===== config.mk =====
export PLATFORM = sky130hd
export DESIGN_NAME = exe_slice_top
export DESIGN_NICKNAME = d
export VERILOG_FILES = /design/src/verilog/rv_isa_pkg.sv /design/src/verilog/pipe_pkg.sv /design/src/verilog/reg_file.sv /design/src/verilog/pipe_reg.sv /design/src/verilog/inst_decoder.sv /design/src/verilog/exe_alu.sv /design/src/verilog/exe_slice_top.sv
export VERILOG_INCLUDE_DIRS = /design/src /design/src/verilog
export SDC_FILE = /design/constraint.sdc
export NUM_CORES = 2
export LEC_CHECK = 0
export BUFFER_PORTS_ARGS = -buffer_cell sky130_fd_sc_hd__buf_4
export CAP_MARGIN = 10
export CORE_ASPECT_RATIO = 0.75
export CORE_MARGIN = 2
export CORE_UTILIZATION = 50
export CTS_BUF_LIST = sky130_fd_sc_hd__clkbuf_4
export CTS_CLUSTER_DIAMETER = 200
export DETAILED_ROUTE_END_ITERATION = 16
export HOLD_SLACK_MARGIN = 0.05
export PLACE_DENSITY = 0.68
export SLEW_MARGIN = 0
export SYNTH_ARGS = -nofsm -noshare
export SYNTH_HDL_FRONTEND = slang
export SYNTH_SLANG_ARGS = --single-unit

===== constraint.sdc =====
create_clock -name clk -period 5.08 [get_ports clk]
set_clock_uncertainty 0.2 [all_clocks]
set_input_delay 0.508 -clock clk [delete_from_list [all_inputs] [get_ports clk]]
set_output_delay 0.508 -clock clk [all_outputs]
set_load 0.01 [all_outputs]

===== src/verilog/core_macros.svh =====
`ifndef CORE_MACROS_SVH
`define CORE_MACROS_SVH

// datapath width of the integer slice
`define XLEN 32

// debug program counter width
`define PC_W 12

// architectural registers, x0 included
`define NREGS 32

`endif


===== src/verilog/rv_isa_pkg.sv =====
package rv_isa_pkg;

	// major opcodes handled by this slice
	typedef enum logic [6:0] {
		OP     = 7'b0110011,
		OP_IMM = 7'b0010011,
		LUI    = 7'b0110111
	} opcode_t;

	// funct3 field of the integer arithmetic group
	typedef enum logic [2:0] {
		F3_ADD_SUB = 3'b000,
		F3_SLL     = 3'b001,
		F3_SLT     = 3'b010,
		F3_SLTU    = 3'b011,
		F3_XOR     = 3'b100,
		F3_SRL_SRA = 3'b101,
		F3_OR      = 3'b110,
		F3_AND     = 3'b111
	} funct3_t;

	// instruction bit that selects SUB and SRA (funct7[5])
	localparam int unsigned F7_ALT_BIT = 30;

	// operations the execute stage knows about
	typedef enum logic [3:0] {
		ADD    = 4'd0,
		SUB    = 4'd1,
		SLL    = 4'd2,
		SLT    = 4'd3,
		SLTU   = 4'd4,
		XOR    = 4'd5,
		SRL    = 4'd6,
		SRA    = 4'd7,
		OR     = 4'd8,
		AND    = 4'd9,
		PASS_B = 4'd10
	} alu_op_t;

endpackage


===== src/verilog/pipe_pkg.sv =====
`include "core_macros.svh"

package pipe_pkg;
	import rv_isa_pkg::*;

	// decode to execute payload
	typedef struct packed {
		logic             valid;
		logic [`PC_W-1:0] pc;
		logic [`XLEN-1:0] op_a;
		// immediate already muxed in for OP_IMM and LUI
		logic [`XLEN-1:0] op_b;
		logic [4:0]       rd;
		alu_op_t          alu_op;
		logic             wr_en;
		// source indices, kept for debug
		logic [4:0]       rs1;
		logic [4:0]       rs2;
	} id_exe_t;

	// execute to writeback payload
	typedef struct packed {
		logic             valid;
		logic [`PC_W-1:0] pc;
		logic [4:0]       rd;
		logic             wr_en;
		logic [`XLEN-1:0] result;
	} exe_wb_t;

endpackage


===== src/verilog/reg_file.sv =====
`include "core_macros.svh"

module reg_file (
	input  logic             clk,
	input  logic             nrst,
	input  logic [4:0]       raddr1,
	input  logic [4:0]       raddr2,
	output logic [`XLEN-1:0] rdata1,
	output logic [`XLEN-1:0] rdata2,
	input  logic             we,
	input  logic [4:0]       waddr,
	input  logic [`XLEN-1:0] wdata
);

	// x0 has no storage
	logic [`XLEN-1:0] regs [1:`NREGS-1];

	// zero for x0, new data when the same register is written this cycle
	function automatic logic [`XLEN-1:0] read_port(input logic [4:0] addr);
		if (addr == 5'd0)
			return '0;
		else if (we && addr == waddr)
			return wdata;
		else
			return regs[addr];
	endfunction

	always_ff @(posedge clk) begin
		if (!nrst) begin
			for (int i = 1; i < `NREGS; i++)
				regs[i] <= '0;
		end else if (we && waddr != 5'd0) begin
			regs[waddr] <= wdata;
		end
	end

	always_comb begin
		rdata1 = read_port(raddr1);
		rdata2 = read_port(raddr2);
	end

endmodule


===== src/verilog/pipe_reg.sv =====
module pipe_reg #(
	parameter type payload_t = logic
) (
	input  logic     clk,
	input  logic     nrst,
	input  logic     flush,
	input  logic     en,
	input  payload_t d,
	output payload_t q
);

	// flush beats en; an all-zero payload is a bubble
	always_ff @(posedge clk) begin
		if (!nrst || flush) begin
			q <= '0;
		end else if (en) begin
			q <= d;
		end
	end

endmodule


===== src/verilog/inst_decoder.sv =====
`include "core_macros.svh"

module inst_decoder
	import rv_isa_pkg::*;
	import pipe_pkg::*;
(
	input  logic             in_valid,
	input  logic [31:0]      in_inst,
	input  logic [`PC_W-1:0] in_pc,
	output logic [4:0]       rf_raddr1,
	output logic [4:0]       rf_raddr2,
	input  logic [`XLEN-1:0] rf_rdata1,
	input  logic [`XLEN-1:0] rf_rdata2,
	input  exe_wb_t          exe_fwd,
	output id_exe_t          id_out
);

	logic [4:0]       rs1;
	logic [4:0]       rs2;
	logic [4:0]       rd;
	funct3_t          f3;
	logic             alt;
	logic [`XLEN-1:0] imm_i;
	logic [`XLEN-1:0] imm_u;
	logic [`XLEN-1:0] imm;
	logic [`XLEN-1:0] fwd_a;
	logic [`XLEN-1:0] fwd_b;
	logic             fwd_ok;
	alu_op_t          alu_op;
	logic             wr_en;
	logic             use_imm;
	logic             use_rs1;
	logic             use_rs2;

	// funct3 to alu op, SUB only exists in register form
	function automatic alu_op_t map_alu(input funct3_t f, input logic sel_alt, input logic is_reg);
		case (f)
			F3_ADD_SUB: return (sel_alt && is_reg) ? SUB : ADD;
			F3_SLL:     return SLL;
			F3_SLT:     return SLT;
			F3_SLTU:    return SLTU;
			F3_XOR:     return XOR;
			F3_SRL_SRA: return sel_alt ? SRA : SRL;
			F3_OR:      return OR;
			default:    return AND;
		endcase
	endfunction

	assign rd  = in_inst[11:7];
	assign rs1 = in_inst[19:15];
	assign rs2 = in_inst[24:20];
	assign f3  = funct3_t'(in_inst[14:12]);
	assign alt = in_inst[F7_ALT_BIT];

	assign imm_i = {{(`XLEN-12){in_inst[31]}}, in_inst[31:20]};
	assign imm_u = {in_inst[31:12], 12'b0};

	assign rf_raddr1 = rs1;
	assign rf_raddr2 = rs2;

	always_comb begin
		alu_op  = ADD;
		wr_en   = 1'b0;
		use_imm = 1'b0;
		use_rs1 = 1'b0;
		use_rs2 = 1'b0;
		imm     = imm_i;
		case (opcode_t'(in_inst[6:0]))
			OP: begin
				alu_op  = map_alu(f3, alt, 1'b1);
				wr_en   = 1'b1;
				use_rs1 = 1'b1;
				use_rs2 = 1'b1;
			end
			OP_IMM: begin
				alu_op  = map_alu(f3, alt, 1'b0);
				wr_en   = 1'b1;
				use_rs1 = 1'b1;
				use_imm = 1'b1;
			end
			LUI: begin
				alu_op  = PASS_B;
				wr_en   = 1'b1;
				use_imm = 1'b1;
				imm     = imm_u;
			end
			// unknown opcode still retires, but writes nothing
			default: ;
		endcase
	end

	// result one ahead is still in EXE and not yet in the register file
	assign fwd_ok = exe_fwd.valid && exe_fwd.wr_en && (exe_fwd.rd != 5'd0);
	assign fwd_a  = (fwd_ok && exe_fwd.rd == rs1) ? exe_fwd.result : rf_rdata1;
	assign fwd_b  = (fwd_ok && exe_fwd.rd == rs2) ? exe_fwd.result : rf_rdata2;

	always_comb begin
		id_out        = '0;
		id_out.valid  = in_valid;
		id_out.pc     = in_pc;
		id_out.op_a   = use_rs1 ? fwd_a : '0;
		id_out.op_b   = use_imm ? imm : fwd_b;
		id_out.rd     = rd;
		id_out.alu_op = alu_op;
		id_out.wr_en  = wr_en;
		id_out.rs1    = use_rs1 ? rs1 : 5'd0;
		id_out.rs2    = use_rs2 ? rs2 : 5'd0;
	end

endmodule


===== src/verilog/exe_alu.sv =====
`include "core_macros.svh"

module exe_alu
	import rv_isa_pkg::*;
	import pipe_pkg::*;
(
	input  id_exe_t exe_in,
	output exe_wb_t exe_out
);

	logic [`XLEN-1:0] a;
	logic [`XLEN-1:0] b;
	logic [4:0]       shamt;
	logic [`XLEN-1:0] result;

	assign a     = exe_in.op_a;
	assign b     = exe_in.op_b;
	// only the low five bits count as shift amount
	assign shamt = b[4:0];

	always_comb begin
		case (exe_in.alu_op)
			ADD:     result = a + b;
			SUB:     result = a - b;
			SLL:     result = a << shamt;
			SLT:     result = {{(`XLEN-1){1'b0}}, $signed(a) < $signed(b)};
			SLTU:    result = {{(`XLEN-1){1'b0}}, a < b};
			XOR:     result = a ^ b;
			SRL:     result = a >> shamt;
			SRA:     result = $unsigned($signed(a) >>> shamt);
			OR:      result = a | b;
			AND:     result = a & b;
			PASS_B:  result = b;
			default: result = '0;
		endcase
	end

	// also feeds the decoder as forwarding source
	always_comb begin
		exe_out        = '0;
		exe_out.valid  = exe_in.valid;
		exe_out.pc     = exe_in.pc;
		exe_out.rd     = exe_in.rd;
		exe_out.wr_en  = exe_in.wr_en;
		exe_out.result = result;
	end

endmodule


===== src/verilog/exe_slice_top.sv =====
`include "core_macros.svh"

module exe_slice_top
	import pipe_pkg::*;
(
	input  logic             clk,
	input  logic             nrst,
	input  logic             en,
	input  logic             flush,
	input  logic             in_valid,
	input  logic [31:0]      in_inst,
	input  logic [`PC_W-1:0] in_pc,
	output logic             wb_valid,
	output logic [4:0]       wb_rd,
	output logic [`XLEN-1:0] wb_data,
	output logic [`PC_W-1:0] wb_pc
);

	id_exe_t          id_d;
	id_exe_t          id_q;
	exe_wb_t          exe_d;
	exe_wb_t          exe_q;
	logic [4:0]       rf_raddr1;
	logic [4:0]       rf_raddr2;
	logic [`XLEN-1:0] rf_rdata1;
	logic [`XLEN-1:0] rf_rdata2;
	logic             wb_commit;

	// retire only on an enabled edge, so a stall never reports twice
	assign wb_commit = exe_q.valid && exe_q.wr_en && en;

	inst_decoder u_decoder (
		.in_valid  (in_valid),
		.in_inst   (in_inst),
		.in_pc     (in_pc),
		.rf_raddr1 (rf_raddr1),
		.rf_raddr2 (rf_raddr2),
		.rf_rdata1 (rf_rdata1),
		.rf_rdata2 (rf_rdata2),
		.exe_fwd   (exe_d),
		.id_out    (id_d)
	);

	reg_file u_reg_file (
		.clk    (clk),
		.nrst   (nrst),
		.raddr1 (rf_raddr1),
		.raddr2 (rf_raddr2),
		.rdata1 (rf_rdata1),
		.rdata2 (rf_rdata2),
		.we     (wb_commit),
		.waddr  (exe_q.rd),
		.wdata  (exe_q.result)
	);

	pipe_reg #(.payload_t(id_exe_t)) u_id_exe (
		.clk   (clk),
		.nrst  (nrst),
		.flush (flush),
		.en    (en),
		.d     (id_d),
		.q     (id_q)
	);

	exe_alu u_alu (
		.exe_in  (id_q),
		.exe_out (exe_d)
	);

	// nothing upstream of writeback is ever squashed here
	pipe_reg #(.payload_t(exe_wb_t)) u_exe_wb (
		.clk   (clk),
		.nrst  (nrst),
		.flush (1'b0),
		.en    (en),
		.d     (exe_d),
		.q     (exe_q)
	);

	assign wb_valid = wb_commit;
	assign wb_rd    = exe_q.rd;
	assign wb_data  = exe_q.result;
	assign wb_pc    = exe_q.pc;

endmodule


==> reports/results.tsv <==
stage	metric	value	unit
cts	H-tree depth reported by CTS	5	
floorplanning	overall die width	439	um
yosys	total of flip-flops plus latches after synthesis	1162	
sta	Final Max Tran Viols	0	
cts	TritonCTS Buffers	315	
layout	Sequential Area	0.0335	mm2
sta	RSZ-0062 raised after global routing	no	
pwr	share of total power in sequential cells	49.4	%
worst_hold_path	type of the worst min-delay path	in2reg	
route	number of nets with antenna violations after detailed routing	0	
run_status	failing checks	DRC, setup timing	
setup_path	WP data required	6.12	ns
route	DR vias/cell	6.89	
setup_path	arrival time worst endpoint	6.32	ns
global_routing	Tot GR Track Use	38.4	%
setup_path	critical-path cell list	inv_1 -> ha_1 -> nand2b_1 -> a211oi_1 -> a211oi_2 -> buf_4 -> o311ai_1 -> a311o_1 -> a21oi_2 -> o21ai_0 -> a21oi_1 -> buf_4 -> o22ai_1 -> a22o_1	
global_routing	global-route wire length before repair	394000	um
yosys	most frequent cells after synthesis	1024 x sky130_fd_sc_hd__edfxtp_1, 996 x sky130_fd_sc_hd__and2_1, 566 x sky130_fd_sc_hd__mux4_2	
floorplanning	effective utilization at floorplan	50.4	%
global_routing	via count of the first global-routing pass	53100	
sta	final worst path period share	104	%
setup_path	Critical Path Fanout Max	14	
yosys	top-count cell post-synth	sky130_fd_sc_hd__edfxtp_1	
floorplanning	IO Count	99	
sta	headroom to the max-slew limit	8.31	%
setup_path	Max stage delay on crit path	0.69	ns
place	total half-perimeter wirelength after legalization and detailed placement	184000	um
sta	Hold Vio Cnt, Final	0	
global_routing	antenna violations before repair	12	
floorplanning	row cnt	119	
pwr	power per cell area	278	mW/mm2
pwr	net switching fraction of the power	28.0	%
yosys	cell type contributing the most total cell area after synthesis	sky130_fd_sc_hd__edfxtp_1	
sta	least setup slack across all paths after layout	-0.199	ns
place	gpl congestion	1.07	
cts	clock tree root buffer cell	sky130_fd_sc_hd__clkbuf_4	
floorplanning	area of the die	0.145	mm2
setup_path	endpoint type of the worst setup path	register	
pwr	combinational cell fraction of total power	13.5	%
pwr	Total Power	22100	uW
setup_path	Critical Path Slowest Stage Cell	sky130_fd_sc_hd__o311ai_1	
yosys	synthesized area divided by synthesized cell count	12.4	um2
cts	Post-CTS Setup Repair Bufs	0	
layout	final cell count without fillers	8028	
yosys	warnings from Yosys	0	
pwr	Static Leakage	0.0293	uW
layout	area added between synthesis and finish	12.4	%
yosys	Top FF cell, synth	sky130_fd_sc_hd__edfxtp_1	
route	routed wire length	280000	um
pwr	Cell Int Power	15900	uW
pwr	Clock power frac	37.1	%
flow_run	number of violations of the max-capacitance limit	0	
sta	highest attainable clock frequency	189	MHz
yosys	sequential-to-total area share from yosys stat	47.3	%
global_routing	maximum number of pins on one net before global-route repair	81	
yosys	EDFF count, synth	1024	
floorplanning	die height	330	um
setup_path	class of the most critical setup path	reg2reg	
cts	clock net sink count	1162	
route	drt first pass iters	13	
global_routing	GRT Residual Overflow	0	
sta	worst slew pin tran	1.36	ns
pwr	power spent charging and discharging nets	6180	uW
layout	ratio of cells with drive above 1 in the final layout	26.6	%
run_status	status	finished with violations	
cts	post-CTS clock slew at the launch and capture registers of the worst setup and hold paths	0.07	ns
route	drt first-iter violations	9493	
setup_path	critical path's top delay family	compound AO/OA/AOI/OAI gates	
layout	number of filler cells placed in the layout	11600	
route	total via count in the routed design	55300	
sta	time the worst path needs with I/O delays and setup	5.28	ns
place	placed insts	7389	
setup_path	Most Frequent Cell on Critical Path	sky130_fd_sc_hd__buf_4	
yosys	cell types occupying the most area after synthesis	sky130_fd_sc_hd__edfxtp_1 43%, sky130_fd_sc_hd__mux4_2 18%, sky130_fd_sc_hd__and2_1 8.8%, sky130_fd_sc_hd__dfxtp_1 3.9%, sky130_fd_sc_hd__mux2i_1 3.7%	
layout	total area of multi-input combinational cells	0.0349	mm2
setup_path	worst path buffer plus inverter count	3	
yosys	post-synthesis cell type count	102	
cts	buffer depth of the longest clock path	4	
route	post-DR wirelength/cell	34.9	um
sta	final-report setup violation count	2	
yosys	async set-reset flop share out of synthesis	0	%
setup_path	Setup crit start kind	register	
route	final routed DRC violation total	2	
yosys	Gate Count Post-Synth	5698	
place	IO buf count	98	
pwr	Peak VDD IR	214	uV
layout	number of nets in the layout	6094	
floorplanning	Core Box Area	0.141	mm2
cts	worst-skew pair later-pin latency	1.29	ns
cts	clock tree from TritonCTS	built	
yosys	proportion of netlist area held by the largest area contributor	43.4	%
yosys	Post-Syn Area	0.0708	mm2
-- kinds of logic after synthesis --
| group | after synthesis | synth area share, % |
|---|---|---|
| flip-flops | 1162 | 47.3 |
| multiplexers | 885 | 22.6 |
| buffers and inverters | 732 | 4.53 |
| AO/OA/AOI/OAI | 1019 | 9.57 |
| XOR/XNOR | 26 | 0.322 |
| AND/OR/NAND/NOR | 1768 | 13.8 |
| adder cells (fa/ha/maj) | 105 | 1.88 |
| other | 1 | 0.00530 |
-- path summary, 6_finish.rpt --
path	cells after the start	slack, ns	from	endpoint
worst max-delay path	14	-0.20	u_id_exe.q[57]	u_id_exe.q[52]
worst min-delay path	5	0.16	in_inst[14]	u_id_exe.q[34]
worst max register to register	14	-0.20	u_id_exe.q[57]	u_id_exe.q[52]
worst min register to register	2	0.28	u_exe_wb.q[15]	u_exe_wb.q[15]
-- registers in the layout, summed over array words and instances (netlist names) --
| register | cells |
|---|---|
| u_exe_wb.q | 51 |
| u_id_exe.q | 87 |
| u_reg_file.regs | 1024 |
-- metal layers --
layer	share of wire [%]	vias up	track usage, %	wire length (um)
li1	-	22300	-	-
met1	39	27800	54.6	110000
met2	41	4574	52.9	115000
met3	15	693	13.9	42200
met4	4.6	10	16.7	12800
met5	0.049	-	0	136
-- per-stage QoR --
stage / setup WS (ns) / area [um2] / utilization (%) / TNS (ns) / hold WS (ns)
final: -0.199 / 79600 / 56.6 / -0.347 / 0.163
after CTS: 0.139 / 79500 / 56.5 / 0 / 0.0724
after global placement: 0.0209 / 74700 / 53.2 / 0 / 0.268
after global routing: 0.0305 / 79500 / 56.6 / 0 / 0.171
after detailed placement: -0.0415 / 74700 / 53.2 / -0.0604 / 0.273
after floorplan: 0.796 / 70900 / - / 0 / 0.258
-- worst min-delay path, delay by kind of cell --
| kind | cells | cell delay (ns) |
|---|---|---|
| AOI/OAI and AO/OA | 3 | 0.40 |
| buffers and inverters | 2 | 0.70 |
-- cell usage in the layout, fill, tap and decap left out, types with 68 or more instances in the layout --
master and instances:
sky130_fd_sc_hd__edfxtp_1 1024, sky130_fd_sc_hd__and2_1 996, sky130_fd_sc_hd__mux4_2 566, sky130_fd_sc_hd__clkbuf_4 437
sky130_fd_sc_hd__buf_4 367, sky130_fd_sc_hd__nor2_1 293, sky130_fd_sc_hd__o21ai_0 263, sky130_fd_sc_hd__mux2i_1 259
sky130_fd_sc_hd__a21oi_1 214, sky130_fd_sc_hd__nand2_1 195, sky130_fd_sc_hd__dfxtp_1 133, sky130_fd_sc_hd__dlygate4sd3_1 107
sky130_fd_sc_hd__inv_1 105, sky130_fd_sc_hd__ha_1 103, sky130_fd_sc_hd__a221oi_1 77, sky130_fd_sc_hd__a22oi_1 68
sky130_fd_sc_hd__clkinv_1 68
-- power by group through the flow --
stage	sequential [uW]	clock [uW]	combinational [uW]
finish	10900	8190	2980
global route	10900	8720	3060
CTS	10900	8230	2890
detailed placement	11100	0	2820
global placement	11100	0	2800
floorplan	11000	0	1770
-- cell type report --
cell class | count | area share [%]
clock inverter | 83 | 0.472
timing repair buffer | 518 | 5.87
inverter | 108 | 0.509
sequential | 1162 | 42.1
multi-input combinational | 3835 | 43.9
tap | 1875 | 2.95
antenna | 10 | 0.0315
clock buffer | 437 | 4.12
-- repair_timing --
item / 4_1_cts / 5_1_grt
gates resized for setup: 1 / 6
hold endpoints to repair: 122 / 0
setup endpoints to repair: 2 / 5
hold buffers: 107 / 0
Power figures use the tool's default switching activity.
